File: config.mk
export PLATFORM = sky130hd
export DESIGN_NAME = gpio_top
export DESIGN_NICKNAME = d
export VERILOG_FILES = /design/src/source/gpio_bus_pkg.sv /design/src/source/gpio_cmd_pkg.sv /design/src/source/gpio_debouncer.sv /design/src/source/gpio_regs.sv /design/src/source/gpio_irq.sv /design/src/source/gpio_top.sv
export SDC_FILE = /design/constraint.sdc
export NUM_CORES = 1
export LEC_CHECK = 0
export BUFFER_PORTS_ARGS = -buffer_cell sky130_fd_sc_hd__buf_4
export CAP_MARGIN = 20
export CORE_MARGIN = 1.5
export CORE_UTILIZATION = 57
export CTS_BUF_LIST = sky130_fd_sc_hd__clkbuf_4 sky130_fd_sc_hd__clkbuf_8
export DETAILED_ROUTE_END_ITERATION = 12
export MAX_ROUTING_LAYER = met4
export PLACE_DENSITY = 0.83
export SETUP_SLACK_MARGIN = 0.05
export SYNTH_ARGS = -nofsm -noshare
export SYNTH_HDL_FRONTEND = slang
export SYNTH_SLANG_ARGS = --single-unit
File: constraint.sdc
create_clock -name clk_i -period 6.2 [get_ports clk_i]
set_input_delay 0.31 -clock clk_i [delete_from_list [all_inputs] [get_ports clk_i]]
set_output_delay 0.31 -clock clk_i [all_outputs]
set_load 0.01 [all_outputs]
File: src/source/gpio_bus_pkg.sv
`default_nettype none

package gpio_bus_pkg;

	// Width of one Wishbone data word
	localparam int WORD_BITS = 16;

	// One select line per byte of the data word
	localparam int SEL_BITS = WORD_BITS / 8;

	// Word address width, the byte offset bit is not carried
	localparam int ADDR_BITS = 15;

	// Address bit that splits the map into data and command halves
	// 4 data words below it, 4 command words above it, 16 bytes in total
	localparam int MAP_HALF_BIT = 2;

endpackage

`default_nettype wire

File: src/source/gpio_cmd_pkg.sv
`default_nettype none

package gpio_cmd_pkg;

	// Command word is one command bit on top of the argument field
	// Argument fills the rest of the 16-bit word
	localparam int ARG_BITS = 15;

	// Command codes, found in the top bit of a command write
	localparam logic CMD_CONFIGURE_IO = 1'b0;
	localparam logic CMD_SET_DEBOUNCE = 1'b1;

	// Debounce threshold after reset
	// Zero means a pin change passes after the synchronizer only
	localparam logic [ARG_BITS-1:0] DBNC_RESET = '0;

endpackage

`default_nettype wire

File: src/source/gpio_debouncer.sv
`timescale 1ns/1ps
`default_nettype none

module gpio_debouncer
	import gpio_cmd_pkg::*;
(
	input  logic                clk_i,
	input  logic                rst_i,
	input  logic                pin_i,
	input  logic [ARG_BITS-1:0] thresh_i,
	output logic                pin_o
);

	// Two-flop synchronizer for the raw pin
	logic pin_meta;
	logic pin_sync;

	// Consecutive cycles in which pin_sync differs from pin_o
	logic [ARG_BITS-1:0] stable_cnt;

	always_ff @(posedge clk_i) begin
		if (rst_i) begin
			pin_meta <= 1'b0;
			pin_sync <= 1'b0;
		end else begin
			pin_meta <= pin_i;
			pin_sync <= pin_meta;
		end
	end

	// Output follows the synchronized pin once the difference
	// has lasted more than thresh_i cycles
	always_ff @(posedge clk_i) begin
		if (rst_i) begin
			stable_cnt <= '0;
			pin_o      <= 1'b0;
		end else if (pin_sync == pin_o) begin
			// Back to equality, any count so far was a glitch
			stable_cnt <= '0;
		end else if (stable_cnt >= thresh_i) begin
			// >= also covers a threshold lowered mid-count
			pin_o      <= pin_sync;
			stable_cnt <= '0;
		end else begin
			stable_cnt <= stable_cnt + 1'b1;
		end
	end

endmodule

`default_nettype wire

File: src/source/gpio_regs.sv
`timescale 1ns/1ps
`default_nettype none

module gpio_regs
	import gpio_bus_pkg::*, gpio_cmd_pkg::*;
#(
	parameter int IO_COUNT = 8,
	parameter int CLK_FREQ = 125000000
) (
	input  logic                 clk_i,
	input  logic                 rst_i,

	input  logic                 wb_cyc_i,
	input  logic                 wb_stb_i,
	input  logic                 wb_we_i,
	input  logic [ADDR_BITS-1:0] wb_adr_i,
	// Byte selects are accepted and ignored, all registers are full words
	input  logic [SEL_BITS-1:0]  wb_sel_i,
	input  logic [WORD_BITS-1:0] wb_dat_i,
	output logic                 wb_ack_o,
	output logic [WORD_BITS-1:0] wb_dat_o,

	input  logic [IO_COUNT-1:0]  pin_db_i,
	output logic [IO_COUNT-1:0]  o_o,
	output logic [IO_COUNT-1:0]  t_o,
	output logic [ARG_BITS-1:0]  dbnc_thresh_o
);

	// Pending stage, filled on the accepting edge
	logic                 req_vld;
	logic                 req_we;
	logic                 req_cmd_half;
	logic [WORD_BITS-1:0] req_dat;

	// Execute stage, holds the decoded request
	logic                 exe_vld;
	logic                 exe_rd;
	logic                 exe_rd_cmd;
	logic                 exe_wr_data;
	logic                 exe_cfg_io;
	logic                 exe_set_dbnc;
	logic [WORD_BITS-1:0] exe_dat;

	// Last command bit and its response
	logic [WORD_BITS-1:0] resp;

	logic idle;
	logic accept;

	// No new request while one is in flight or being acked
	// so a strobe held until ack never runs twice
	assign idle   = !req_vld && !exe_vld && !wb_ack_o;
	assign accept = idle && wb_cyc_i && wb_stb_i;

	always_ff @(posedge clk_i) begin
		if (rst_i) begin
			req_vld <= 1'b0;
		end else begin
			req_vld <= accept;
		end
	end

	always_ff @(posedge clk_i) begin
		if (accept) begin
			req_we       <= wb_we_i;
			req_cmd_half <= wb_adr_i[MAP_HALF_BIT];
			req_dat      <= wb_dat_i;
		end
	end

	// Decode by map half, write enable and command bit
	always_ff @(posedge clk_i) begin
		if (rst_i) begin
			exe_vld      <= 1'b0;
			exe_rd       <= 1'b0;
			exe_rd_cmd   <= 1'b0;
			exe_wr_data  <= 1'b0;
			exe_cfg_io   <= 1'b0;
			exe_set_dbnc <= 1'b0;
		end else begin
			exe_vld      <= req_vld;
			exe_rd       <= req_vld && !req_we;
			exe_rd_cmd   <= req_vld && !req_we && req_cmd_half;
			exe_wr_data  <= req_vld && req_we && !req_cmd_half;
			exe_cfg_io   <= req_vld && req_we && req_cmd_half &&
				(req_dat[WORD_BITS-1] == CMD_CONFIGURE_IO);
			exe_set_dbnc <= req_vld && req_we && req_cmd_half &&
				(req_dat[WORD_BITS-1] == CMD_SET_DEBOUNCE);
		end
	end

	always_ff @(posedge clk_i) begin
		if (req_vld) begin
			exe_dat <= req_dat;
		end
	end

	// One-cycle ack, two edges after acceptance
	always_ff @(posedge clk_i) begin
		if (rst_i) begin
			wb_ack_o <= 1'b0;
		end else begin
			wb_ack_o <= exe_vld;
		end
	end

	// Register effects land on the same edge as the ack
	always_ff @(posedge clk_i) begin
		if (rst_i) begin
			o_o <= '0;
		end else if (exe_wr_data) begin
			o_o <= exe_dat[IO_COUNT-1:0];
		end
	end

	// Direction bitmap, 1 means output
	always_ff @(posedge clk_i) begin
		if (rst_i) begin
			t_o <= '0;
		end else if (exe_cfg_io) begin
			t_o <= exe_dat[IO_COUNT-1:0];
		end
	end

	always_ff @(posedge clk_i) begin
		if (rst_i) begin
			dbnc_thresh_o <= DBNC_RESET;
		end else if (exe_set_dbnc) begin
			dbnc_thresh_o <= exe_dat[ARG_BITS-1:0];
		end
	end

	// Response word, pin count or clock frequency cut to 15 bits
	always_ff @(posedge clk_i) begin
		if (rst_i) begin
			resp <= '0;
		end else if (exe_cfg_io) begin
			resp <= {CMD_CONFIGURE_IO, ARG_BITS'(IO_COUNT)};
		end else if (exe_set_dbnc) begin
			resp <= {CMD_SET_DEBOUNCE, ARG_BITS'(CLK_FREQ)};
		end
	end

	// Read data, valid while ack is high
	// Data half gives the debounced pins zero-extended
	always_ff @(posedge clk_i) begin
		if (exe_rd) begin
			wb_dat_o <= exe_rd_cmd ? resp : WORD_BITS'(pin_db_i);
		end
	end

endmodule

`default_nettype wire

File: src/source/gpio_irq.sv
`timescale 1ns/1ps
`default_nettype none

module gpio_irq #(
	parameter int IO_COUNT = 8
) (
	input  logic                clk_i,
	input  logic                rst_i,
	input  logic [IO_COUNT-1:0] pin_db_i,
	input  logic [IO_COUNT-1:0] dir_i,
	input  logic                irq_rdy_i,
	output logic                irq_o
);

	// Debounced pins one cycle ago
	logic [IO_COUNT-1:0] pin_db_q;

	// Changed bits, output-configured pins masked off
	logic [IO_COUNT-1:0] pin_chg;

	// Sticky per-pin change flags
	logic [IO_COUNT-1:0] chg_pend;

	// Registered ready, for falling-edge detection
	logic rdy_q;
	logic rdy_fall;

	assign pin_chg  = (pin_db_i ^ pin_db_q) & ~dir_i;
	assign rdy_fall = rdy_q && !irq_rdy_i;
	assign irq_o    = |chg_pend;

	always_ff @(posedge clk_i) begin
		if (rst_i) begin
			pin_db_q <= '0;
			rdy_q    <= 1'b0;
		end else begin
			pin_db_q <= pin_db_i;
			rdy_q    <= irq_rdy_i;
		end
	end

	// Clear on a ready fall, but keep a change from the same cycle
	always_ff @(posedge clk_i) begin
		if (rst_i) begin
			chg_pend <= '0;
		end else if (rdy_fall) begin
			chg_pend <= pin_chg;
		end else begin
			chg_pend <= chg_pend | pin_chg;
		end
	end

endmodule

`default_nettype wire

File: src/source/gpio_top.sv
`timescale 1ns/1ps
`default_nettype none

module gpio_top
	import gpio_bus_pkg::*, gpio_cmd_pkg::*;
#(
	parameter int IO_COUNT = 8,
	parameter int CLK_FREQ = 125000000
) (
	input  logic                 clk_i,
	input  logic                 rst_i,

	input  logic                 wb_cyc_i,
	input  logic                 wb_stb_i,
	input  logic                 wb_we_i,
	input  logic [ADDR_BITS-1:0] wb_adr_i,
	input  logic [SEL_BITS-1:0]  wb_sel_i,
	input  logic [WORD_BITS-1:0] wb_dat_i,
	output logic                 wb_ack_o,
	output logic [WORD_BITS-1:0] wb_dat_o,

	input  logic [IO_COUNT-1:0]  pin_i,
	output logic [IO_COUNT-1:0]  pin_o,
	output logic [IO_COUNT-1:0]  pin_dir_o,

	output logic                 irq_o,
	input  logic                 irq_rdy_i
);

	// Shared threshold for all debouncers
	logic [ARG_BITS-1:0] dbnc_thresh;

	// Debounced pin states
	logic [IO_COUNT-1:0] pin_db;

	gpio_regs #(
		.IO_COUNT (IO_COUNT),
		.CLK_FREQ (CLK_FREQ)
	) u_regs (
		.clk_i         (clk_i),
		.rst_i         (rst_i),
		.wb_cyc_i      (wb_cyc_i),
		.wb_stb_i      (wb_stb_i),
		.wb_we_i       (wb_we_i),
		.wb_adr_i      (wb_adr_i),
		.wb_sel_i      (wb_sel_i),
		.wb_dat_i      (wb_dat_i),
		.wb_ack_o      (wb_ack_o),
		.wb_dat_o      (wb_dat_o),
		.pin_db_i      (pin_db),
		.o_o           (pin_o),
		.t_o           (pin_dir_o),
		.dbnc_thresh_o (dbnc_thresh)
	);

	// One debouncer per pin
	for (genvar i = 0; i < IO_COUNT; i++) begin : gen_dbnc
		gpio_debouncer u_dbnc (
			.clk_i    (clk_i),
			.rst_i    (rst_i),
			.pin_i    (pin_i[i]),
			.thresh_i (dbnc_thresh),
			.pin_o    (pin_db[i])
		);
	end

	// Direction doubles as the interrupt mask
	gpio_irq #(
		.IO_COUNT (IO_COUNT)
	) u_irq (
		.clk_i     (clk_i),
		.rst_i     (rst_i),
		.pin_db_i  (pin_db),
		.dir_i     (pin_dir_o),
		.irq_rdy_i (irq_rdy_i),
		.irq_o     (irq_o)
	);

endmodule

`default_nettype wire

==> Word-level counts from Yosys, hierarchy flattened <==
Cells that the tools add are included.
{ "classes": {"addsub": 8, "magnitude_cmp": 8, "n_eq_ne": 8, "n_mux": 4, "n_bitwise": 13, "n_reduce_logical": 37} }
{ "ops": {"columns": ["operator", "n"], "rows": [
  ["15-bit by 1-bit adder with 15-bit output, second input constant", 8],
  ["15-bit >= comparator", 8],
  ["3-bit OR reduction", 8],
  ["2-bit AND reduction", 8],
  ["1-bit logical AND", 12],
  ["1-bit NOT", 9],
  ["8-bit bitwise AND", 1],
  ["1-bit == test", 8],
  ["4-bit 2-to-1 mux", 2],
  ["8-bit 2-to-1 mux", 1],
  ["8-bit NOT", 1],
  ["8-bit OR", 1],
  ["8-bit OR reduction", 1],
  ["8-bit XOR", 1],
  ["7-bit 2-to-1 mux", 1],
  ["1-bit logical NOT", 6],
  ["2-bit nonzero test", 1],
  ["2-bit OR reduction", 1]
]} }
{ "word_totals": {"regBits": 244, "input_bits": 47, "output_inout_bits": 34, "elab_cells": 133} }

==> Longest topological paths before layout <==
Gate-level depths: netlist (run 1).
{ "depth": {"ltp_word": 5, "mapped_depth": 8} }

==> By module <==
From an unflattened synthesis (run 1), not the netlist that was laid out.
{ "unflattened": {"hier_cells": 1277, "area_unflattened_um2": 12507.0} }
{ "modules_own_cells": {"columns": ["module", "instances", "cells_each", "area_per_inst_um2"], "rows": [
  ["gpio_debouncer (gen_dbnc[0].u_dbnc ...)", 7, 129, 1122.3],
  ["gpio_regs", 1, 187, 2798.9],
  ["gpio_debouncer (gen_dbnc[7].u_dbnc)", 1, 130, 1154.9],
  ["gpio_irq", 1, 57, 696.9]
]} }

==> Least setup slack after synthesis (run 1) <==
Ideal clock, no wire load.
{ "synth_timing": {"path_kind": "register -> register", "start": "reg u_regs.req_vld", "end": "reg u_regs.req_cmd_half, enable pin", "arrival_time_ns": 2.415, "required_ns": 5.759, "slack_ns": 3.344, "path_stages_with_launch": 2, "n_path_buf": 0, "period_less_slack_ns": 2.856, "cell_sequence": "dfxtp_1 > nor4_1"} }
{ "synth_via": {"elab_chain_len": 5} }
{ "synth_rtl": {"columns": ["element", "line", "rtl"], "rows": [
  ["start, declared", "gpio_regs.sv:30", "logic req_vld;"],
  ["start signal, assigned", "gpio_regs.sv:59", "req_vld <= accept;"],
  ["1-bit logical NOT", "gpio_regs.sv:52", "assign idle = !req_vld && !exe_vld && !wb_ack_o;"],
  ["1-bit logical AND (2 in series)", "gpio_regs.sv:52", null],
  ["1-bit logical AND (2 in series)", "gpio_regs.sv:53", "assign accept = idle && wb_cyc_i && wb_stb_i;"],
  ["named net u_regs.accept", "gpio_regs.sv:48", "logic accept;"],
  ["end signal, assigned", "gpio_regs.sv:66", "req_cmd_half <= wb_adr_i[MAP_HALF_BIT];"],
  ["end, declared", "gpio_regs.sv:32", "logic req_cmd_half;"]
]} }
The timed path passes the listed nets, and every way through them passes these cells.
A chain may end at the register's enable or synchronous reset.

==> Worst setup path after layout (run 1) <==
{ "layout_timing": {"start": "reg u_regs.dbnc_thresh_o[6]", "end": "reg gen_dbnc[0].u_dbnc.stable_cnt[2]"} }
{ "layout_via": {"elab_chain_len": 2} }
{ "layout_rtl": {"columns": ["element", "line", "rtl"], "rows": [
  ["start, declared", "gpio_regs.sv:26", "output logic [ARG_BITS-1:0] dbnc_thresh_o"],
  ["start signal, assigned", "gpio_regs.sv:129", "dbnc_thresh_o <= exe_dat[ARG_BITS-1:0];"],
  ["15-bit >= comparator", "gpio_debouncer.sv:40", "end else if (stable_cnt >= thresh_i) begin"],
  ["3-bit OR reduction (no line)", null, null],
  ["end signal, assigned", "gpio_debouncer.sv:45", "stable_cnt <= stable_cnt + 1'b1;"],
  ["end, declared", "gpio_debouncer.sv:19", "logic [ARG_BITS-1:0] stable_cnt;"]
]} }
No other way between the ends.

==> results.toml, run 1 <==
[die]
num_rows = 51
start_util_pct = 58.8
die_x_um = 146
die_area_um2 = 21200
die_y_um = 146
core-area_um2 = 19700
boundaryPins = 81

[clock_network]
clockRootBuffer = "clkbuf_8"
cts_tree = "built"
clock_path_buffers = 3
clock-sinks = 244
numCtsBuffers = 38
htree_levels = 2
clkTransAtPathRegs_ns = 0.06
clkLatencyLatePin_ns = 0.55

[power_and_ir_drop]
combPwrFrac_pct = 2.8
p_sw_uw = 690
clock_power_share_pct = 45.8
total_power_uw = 3210
switching_share_pct = 21.5
worst_ir_drop_vdd_uv = 254
p_int_uw = 2510
p_seq_share_pct = 51.4
power_leakage_uw = 0.00523
powerDensity_nw_per_um2 = 240

[grt]
grt_pass1_wl_mm = 43.9
grt_overflow = 0
grt_usage_pct = 26.7
antenna_found_initial = 0
grt_pass1_vias = 9028
grt_max_degree = 52

[yosys]
yosys_warnings = 0
yosysTopAreaCell = "dfxtp_1"
async_flop_share_pct = 0
yosysMostFrequentCell = "nor2_1"
synthTopCellsByArea = "dfxtp_1, ha_1, edfxtp_1"
synth.avg_cell_area_um2 = 9.69
synthTopCellsByCount = "nor2_1, dfxtp_1, ha_1"
synth.distinct_cells = 30
yosys_most_used_dff = "dfxtp_1"
synth_edf_count = 42
netlist.area_leader.share_pct = 34.9
ys_seq_area_share_pct = 45.8
syn_area_um2 = 11600
synth_seq_cells = 244
syn_inst = 1196

[timing]
fin_crit_sh_pct = 43.5
rsz0062_at_grt = "no"
setup_violations = 0
post-route-min-period_ns = 2.70
max_freq_ghz = 0.371
fin_worst_skew_ns = 0.0124
final.setup.tns_ns = 0
final_max_slew_viol_count = 0
tightest_slew_ns = 1.01
holdWs_ns = 0.0232
final-hold-violation-count = 0
max-slew-margin-rel_pct = 32.8
worst_slack_ns = 3.50

[place]
io_buffers = 61
dp_slack_ns = 3.57
dp_hpwl_mm = 17.3
routabilityCongestion = 0.842

[critical_path]
crit_chain = "inv_1, ha_1, a21oi_1, o21ai_0, o21ai_0, nand4_1, nor2_1"
cp.arrival_ns = 3.16
cp-end-kind = "flip-flop"
crit_top_cell = "o21ai_0"
cp_max_fo = 15
crit_slowest_cell = "nand4_1"
cp_data_required_time_ns = 6.66
crit_type = "flip-flop to flip-flop"
slowest_delay_ns = 0.59
critPathLaunchType = "flip-flop"

[cells_and_area]
nFillCells = 1450
area_growth_pct = 15.1
drive_above_1_share_pct = 10.7
final_nets = 1470

[hold_path]
hold_class = "input pin to flip-flop"

[routing]
dr.pass1.iters = 6
viasPerCell = 5.65
antenna_left = 0
routedWlPerCell_um = 17.1
vias = 8979
wl_mm = 27.2
drc = 0
drt-initial-drc-count = 462

[outcome]
status = "completed"

[flow_run]
cap_viol_max_count = 0
## layer usage
metal / GRT usage, % / vias to the layer above / wire [um]
met5: - / - / 0
met4: 13.6 / 0 / 1070
met3: 5.24 / 93 / 1990
met2: 44.0 / 286 / 13300
met1: 31.0 / 4246 / 10900
li1: - / 4354 / -
## state kept, by name, summed over array words and instances, names as in the netlist, 2 cells and up
signal / count
gen_dbnc.u_dbnc.pin_meta: 8
gen_dbnc.u_dbnc.stable_cnt: 120
u_regs.wb_dat_o: 9
u_irq.chg_pend: 8
u_regs.o_o: 8
u_regs.exe_dat: 15
gen_dbnc.u_dbnc.pin_o: 8
u_regs.req_dat: 16
u_regs.dbnc_thresh_o: 15
u_regs.resp: 2
u_regs.t_o: 8
u_irq.pin_db_q: 8
gen_dbnc.u_dbnc.pin_sync: 8
## stage by stage
stage	cell area [um^2]	instances	util [%]
final	13300	1588	67.6
after global routing	13300	1587	67.6
after CTS	13300	1586	67.6
after detailed placement	12200	1494	62.1
after global placement	12200	1494	62.1
after floorplan	11600	1198	-
## power groups by stage
stage | registers [uW] | clock network (uW) | logic (uW)
6_report | 1650 | 1470 | 88.6
2_1_floorplan | 1680 | 0 | 44.9
5_1_grt | 1650 | 1570 | 95.6
3_3_place_gp | 1680 | 0 | 69.9
4_1_cts | 1650 | 1480 | 85.9
3_5_place_dp | 1680 | 0 | 72.6
## area by class of cell
type	count	area, um^2	share of cell area (%)
antenna	1	2.50	0.0188
clock buffer	59	731	5.48
clock inverter	8	98.8	0.741
inverter	32	120	0.901
multi-input combinational	890	6020	45.1
sequential	244	5310	39.8
tap	265	332	2.49
timing repair buffer	89	733	5.50
## repair_timing
action,in CTS,in global routing
resized for setup,0,0
buffers inserted,0,0
hold buffers,25,1
endpoints found under the hold margin,25,1
## layout by cell type (no fill, tap or decap), drive strengths merged, types with 42 or more instances in the layout
| cell type | instances |
|---|---|
| a21oi | 59 |
| nand3 | 51 |
| xnor2 | 54 |
| nand4 | 53 |
| nand2 | 55 |
| buf | 63 |
| dfxtp | 202 |
| xor2 | 64 |
| nor2 | 212 |
| nor2b | 46 |
| edfxtp | 42 |
| clkbuf | 59 |
| ha | 128 |
## logic make-up (layout without fill, tap and decap cells)
kind of cell / after synthesis / count (layout) / share of synthesized area, %
flops: 244 / 244 / 45.8
xor+xnor: 118 / 118 / 8.92
fa+ha+maj: 128 / 128 / 13.8
compound gates: 101 / 101 / 4.54
mux: 41 / 41 / 3.65
other cells: 1 / 4 / 0.0324
buf+inv: 64 / 188 / 2.40
simple gates: 499 / 499 / 20.8
## path summary, 6_finish.rpt
check                     startpoint                          endpoint  slack [ns]  cells past startpoint
max          u_regs.dbnc_thresh_o[6]  gen_dbnc[0].u_dbnc.stable_cnt[2]        3.50                      7
min                        irq_rdy_i                       u_irq.rdy_q        0.02                      2
max reg2reg  u_regs.dbnc_thresh_o[6]  gen_dbnc[0].u_dbnc.stable_cnt[2]        3.50                      7
min reg2reg        u_regs.req_dat[7]                 u_regs.exe_dat[7]        0.42                      0
## critical path: cells and delay by family, from the launching register on
family | cells | cell delay (ns)
buf+inv | 1 | 0.55
simple gates | 2 | 0.87
flops | 1 | 0.32
compound gates | 3 | 0.50
fa+ha+maj | 1 | 0.38
(Power assumes the default switching activity.)
==> run 2, diff against run 1 <==
--- a/config.mk
+++ b/config.mk
@@ -12,7 +12,7 @@
 export CTS_BUF_LIST = sky130_fd_sc_hd__clkbuf_4 sky130_fd_sc_hd__clkbuf_8
 export DETAILED_ROUTE_END_ITERATION = 12
 export MAX_ROUTING_LAYER = met4
-export PLACE_DENSITY = 0.83
+export PLACE_DENSITY = 0.86
 export SETUP_SLACK_MARGIN = 0.05
 export SYNTH_ARGS = -nofsm -noshare
 export SYNTH_HDL_FRONTEND = slang
==> constraint.sdc (replaced) <==
create_clock -name clk_i -period 2.2 [get_ports clk_i]
set_input_delay 0.11 -clock clk_i [delete_from_list [all_inputs] [get_ports clk_i]]
set_output_delay 0.11 -clock clk_i [all_outputs]
set_load 0.01 [all_outputs]
==> run 2 against run 1 <==
Net effect: the flow now finishes with violations (setup timing); cell count is 2.6% higher; via count is 7.4% higher; worst hold slack better by 0.031 ns; register-to-register slack worse by 3.6 ns; fmax is 19% higher; critical endpoint is now gen_dbnc[0].u_dbnc.pin_o.
==> results.toml, run 2 (same netlist as run 1, synthesis figures left out) <==
[outcome]
status = "complete, but fails checks"
violations = "setup timing"

[clock_network]
clkLatencyLatePin_ns = 0.56
htree_levels = 2
clockRootBuffer = "clkbuf_8"
clock_path_buffers = 3
cts_tree = "built"
clock-sinks = 244
clkTransAtPathRegs_ns = 0.07
numCtsBuffers = 40

[die]
die_x_um = 146
num_rows = 51
core-area_um2 = 19700
start_util_pct = 58.8
boundaryPins = 81
die_area_um2 = 21200
die_y_um = 146

[cells_and_area]
final_nets = 1509
nFillCells = 1291
area_growth_pct = 20.0
diodes = 0
fin_area_um2 = 13900
drive_above_1_share_pct = 15.2
layout_common_cells = "nor2_1, dfxtp_1, ha_1"
reg.largest.list = "gen_dbnc.u_dbnc.stable_cnt: 120 flops, u_regs.req_dat: 16 flops"
final_common_cell = "nor2_1"
largest_reg_flops = 120
largest-register = "gen_dbnc.u_dbnc.stable_cnt"

[critical_path]
crit_type = "flip-flop to flip-flop"
cp.arrival_ns = 2.71
cp-end-kind = "flip-flop"
critPathLaunchType = "flip-flop"
cp_max_fo = 8
cp_data_required_time_ns = 2.66

[routing]
wl_mm = 31.1
vias = 9643
antenna_left = 0
routedWlPerCell_um = 19.1
drt-initial-drc-count = 600
drc = 0
viasPerCell = 5.92
dr.pass1.iters = 8

[timing]
max-slew-margin-rel_pct = 56.7
setup_violations = 22
post-route-min-period_ns = 2.26
final-hold-violation-count = 0
worst_slack_ns = -0.0591
final_max_slew_viol_count = 0
holdWs_ns = 0.0546
fin_crit_sh_pct = 103
max_freq_ghz = 0.443
tightest_slew_ns = 0.650
fin_worst_skew_ns = 0.0301

[grt]
grt_pass1_vias = 9278
grt_max_degree = 56
grt_usage_pct = 27.3
grt_overflow = 0
grt_pass1_wl_mm = 45.4
antenna_found_initial = 0

[power_and_ir_drop]
power_leakage_uw = 0.00552
powerDensity_nw_per_um2 = 657
worst_ir_drop_vdd_uv = 638

[hold_path]
hold_class = "input pin to flip-flop"

[place]
place_area_um2 = 12500
io_buffers = 61
routabilityCongestion = 0.874
dp_hpwl_mm = 17.9

[flow_run]
cap_viol_max_count = 0
## run 2: changes by cell type in the layout (fill, tap and decap cells not counted), moves of 3 or more
cell	change
nor3_1	-7
o21ai_0	-3
inv_1	-8
dfxtp_1	-5
nor3_2	+7
buf_12	+10
clkinvlp_4	+7
o21ai_1	+3
clkinv_1	+3
buf_4	+25
nor4_1	-7
nor4_2	+5
dfxtp_2	+5
## run 2: through the flow
stage,setup WS [ns],power (uW),utilization [%],setup TNS [ns],std cells
after floorplan,0.0893,4850,-,0,1198
after global placement,0.110,4940,63.3,0,1520
after detailed placement,0.0511,4950,63.3,0,1520
after CTS,0.0381,9090,69.2,0,1621
after global routing,-0.0788,9390,70.5,-1.20,1629
final,-0.0591,9140,70.5,-0.269,1629
## run 2: worst max-delay path: stages, from the launching register on
cell and delay [ns]:
dfxtp_2 0.40, clkinvlp_4 0.13, buf_12 0.16, ha_1 0.33, nand4_1 0.17, nor4_2 0.39, nor3_2 0.10, nand3_1 0.13
mux2_2 0.33
## run 2: repair_timing
action	4_1_cts	5_1_grt
setup endpoints to repair	3	128
gates resized for setup	2	31
endpoints found under the hold margin	27	0
hold buffers	27	0
buffers inserted	2	8
pin swaps	0	6
## run 2: worst paths after layout
kind | from | end | slack (ns) | cells after the start
setup / recovery | u_regs.dbnc_thresh_o[10] | gen_dbnc[0].u_dbnc.pin_o | -0.06 | 8
hold reg to reg | u_regs.req_dat[10] | u_regs.exe_dat[10] | 0.42 | 0
hold / removal | rst_i | u_regs.o_o[5] | 0.05 | 2
setup reg to reg | u_regs.dbnc_thresh_o[10] | gen_dbnc[0].u_dbnc.pin_o | -0.06 | 8
## run 2: routing by layer
metal  routed length [um]  global-route usage, %  part of all wire, %  vias to the layer above
li1                     -                      -                    -                     4428
met1                11900                   32.3                   38                     4614
met2                15200                   45.6                   49                      453
met3                 2300                   4.08                  7.4                      148
met4                 1690                   13.1                  5.4                        0
met5                    0                      -                    0                        -
## run 2: layout make-up
cell class / count / area, um^2 / share of cell area [%]
clock buffer: 61 / 746 / 5.36
sequential: 244 / 5310 / 38.2
tap: 265 / 332 / 2.38
multi-input combinational: 890 / 6120 / 44.0
clock inverter: 11 / 100 / 0.720
inverter: 32 / 150 / 1.08
timing repair buffer: 126 / 1140 / 8.21
## run 2: power breakdown
group	internal (uW)	switching (uW)	total (uW)
clock	2310	1910	4220
combinational	144	135	279
sequential	4600	41.8	4640
total	7060	2080	9140
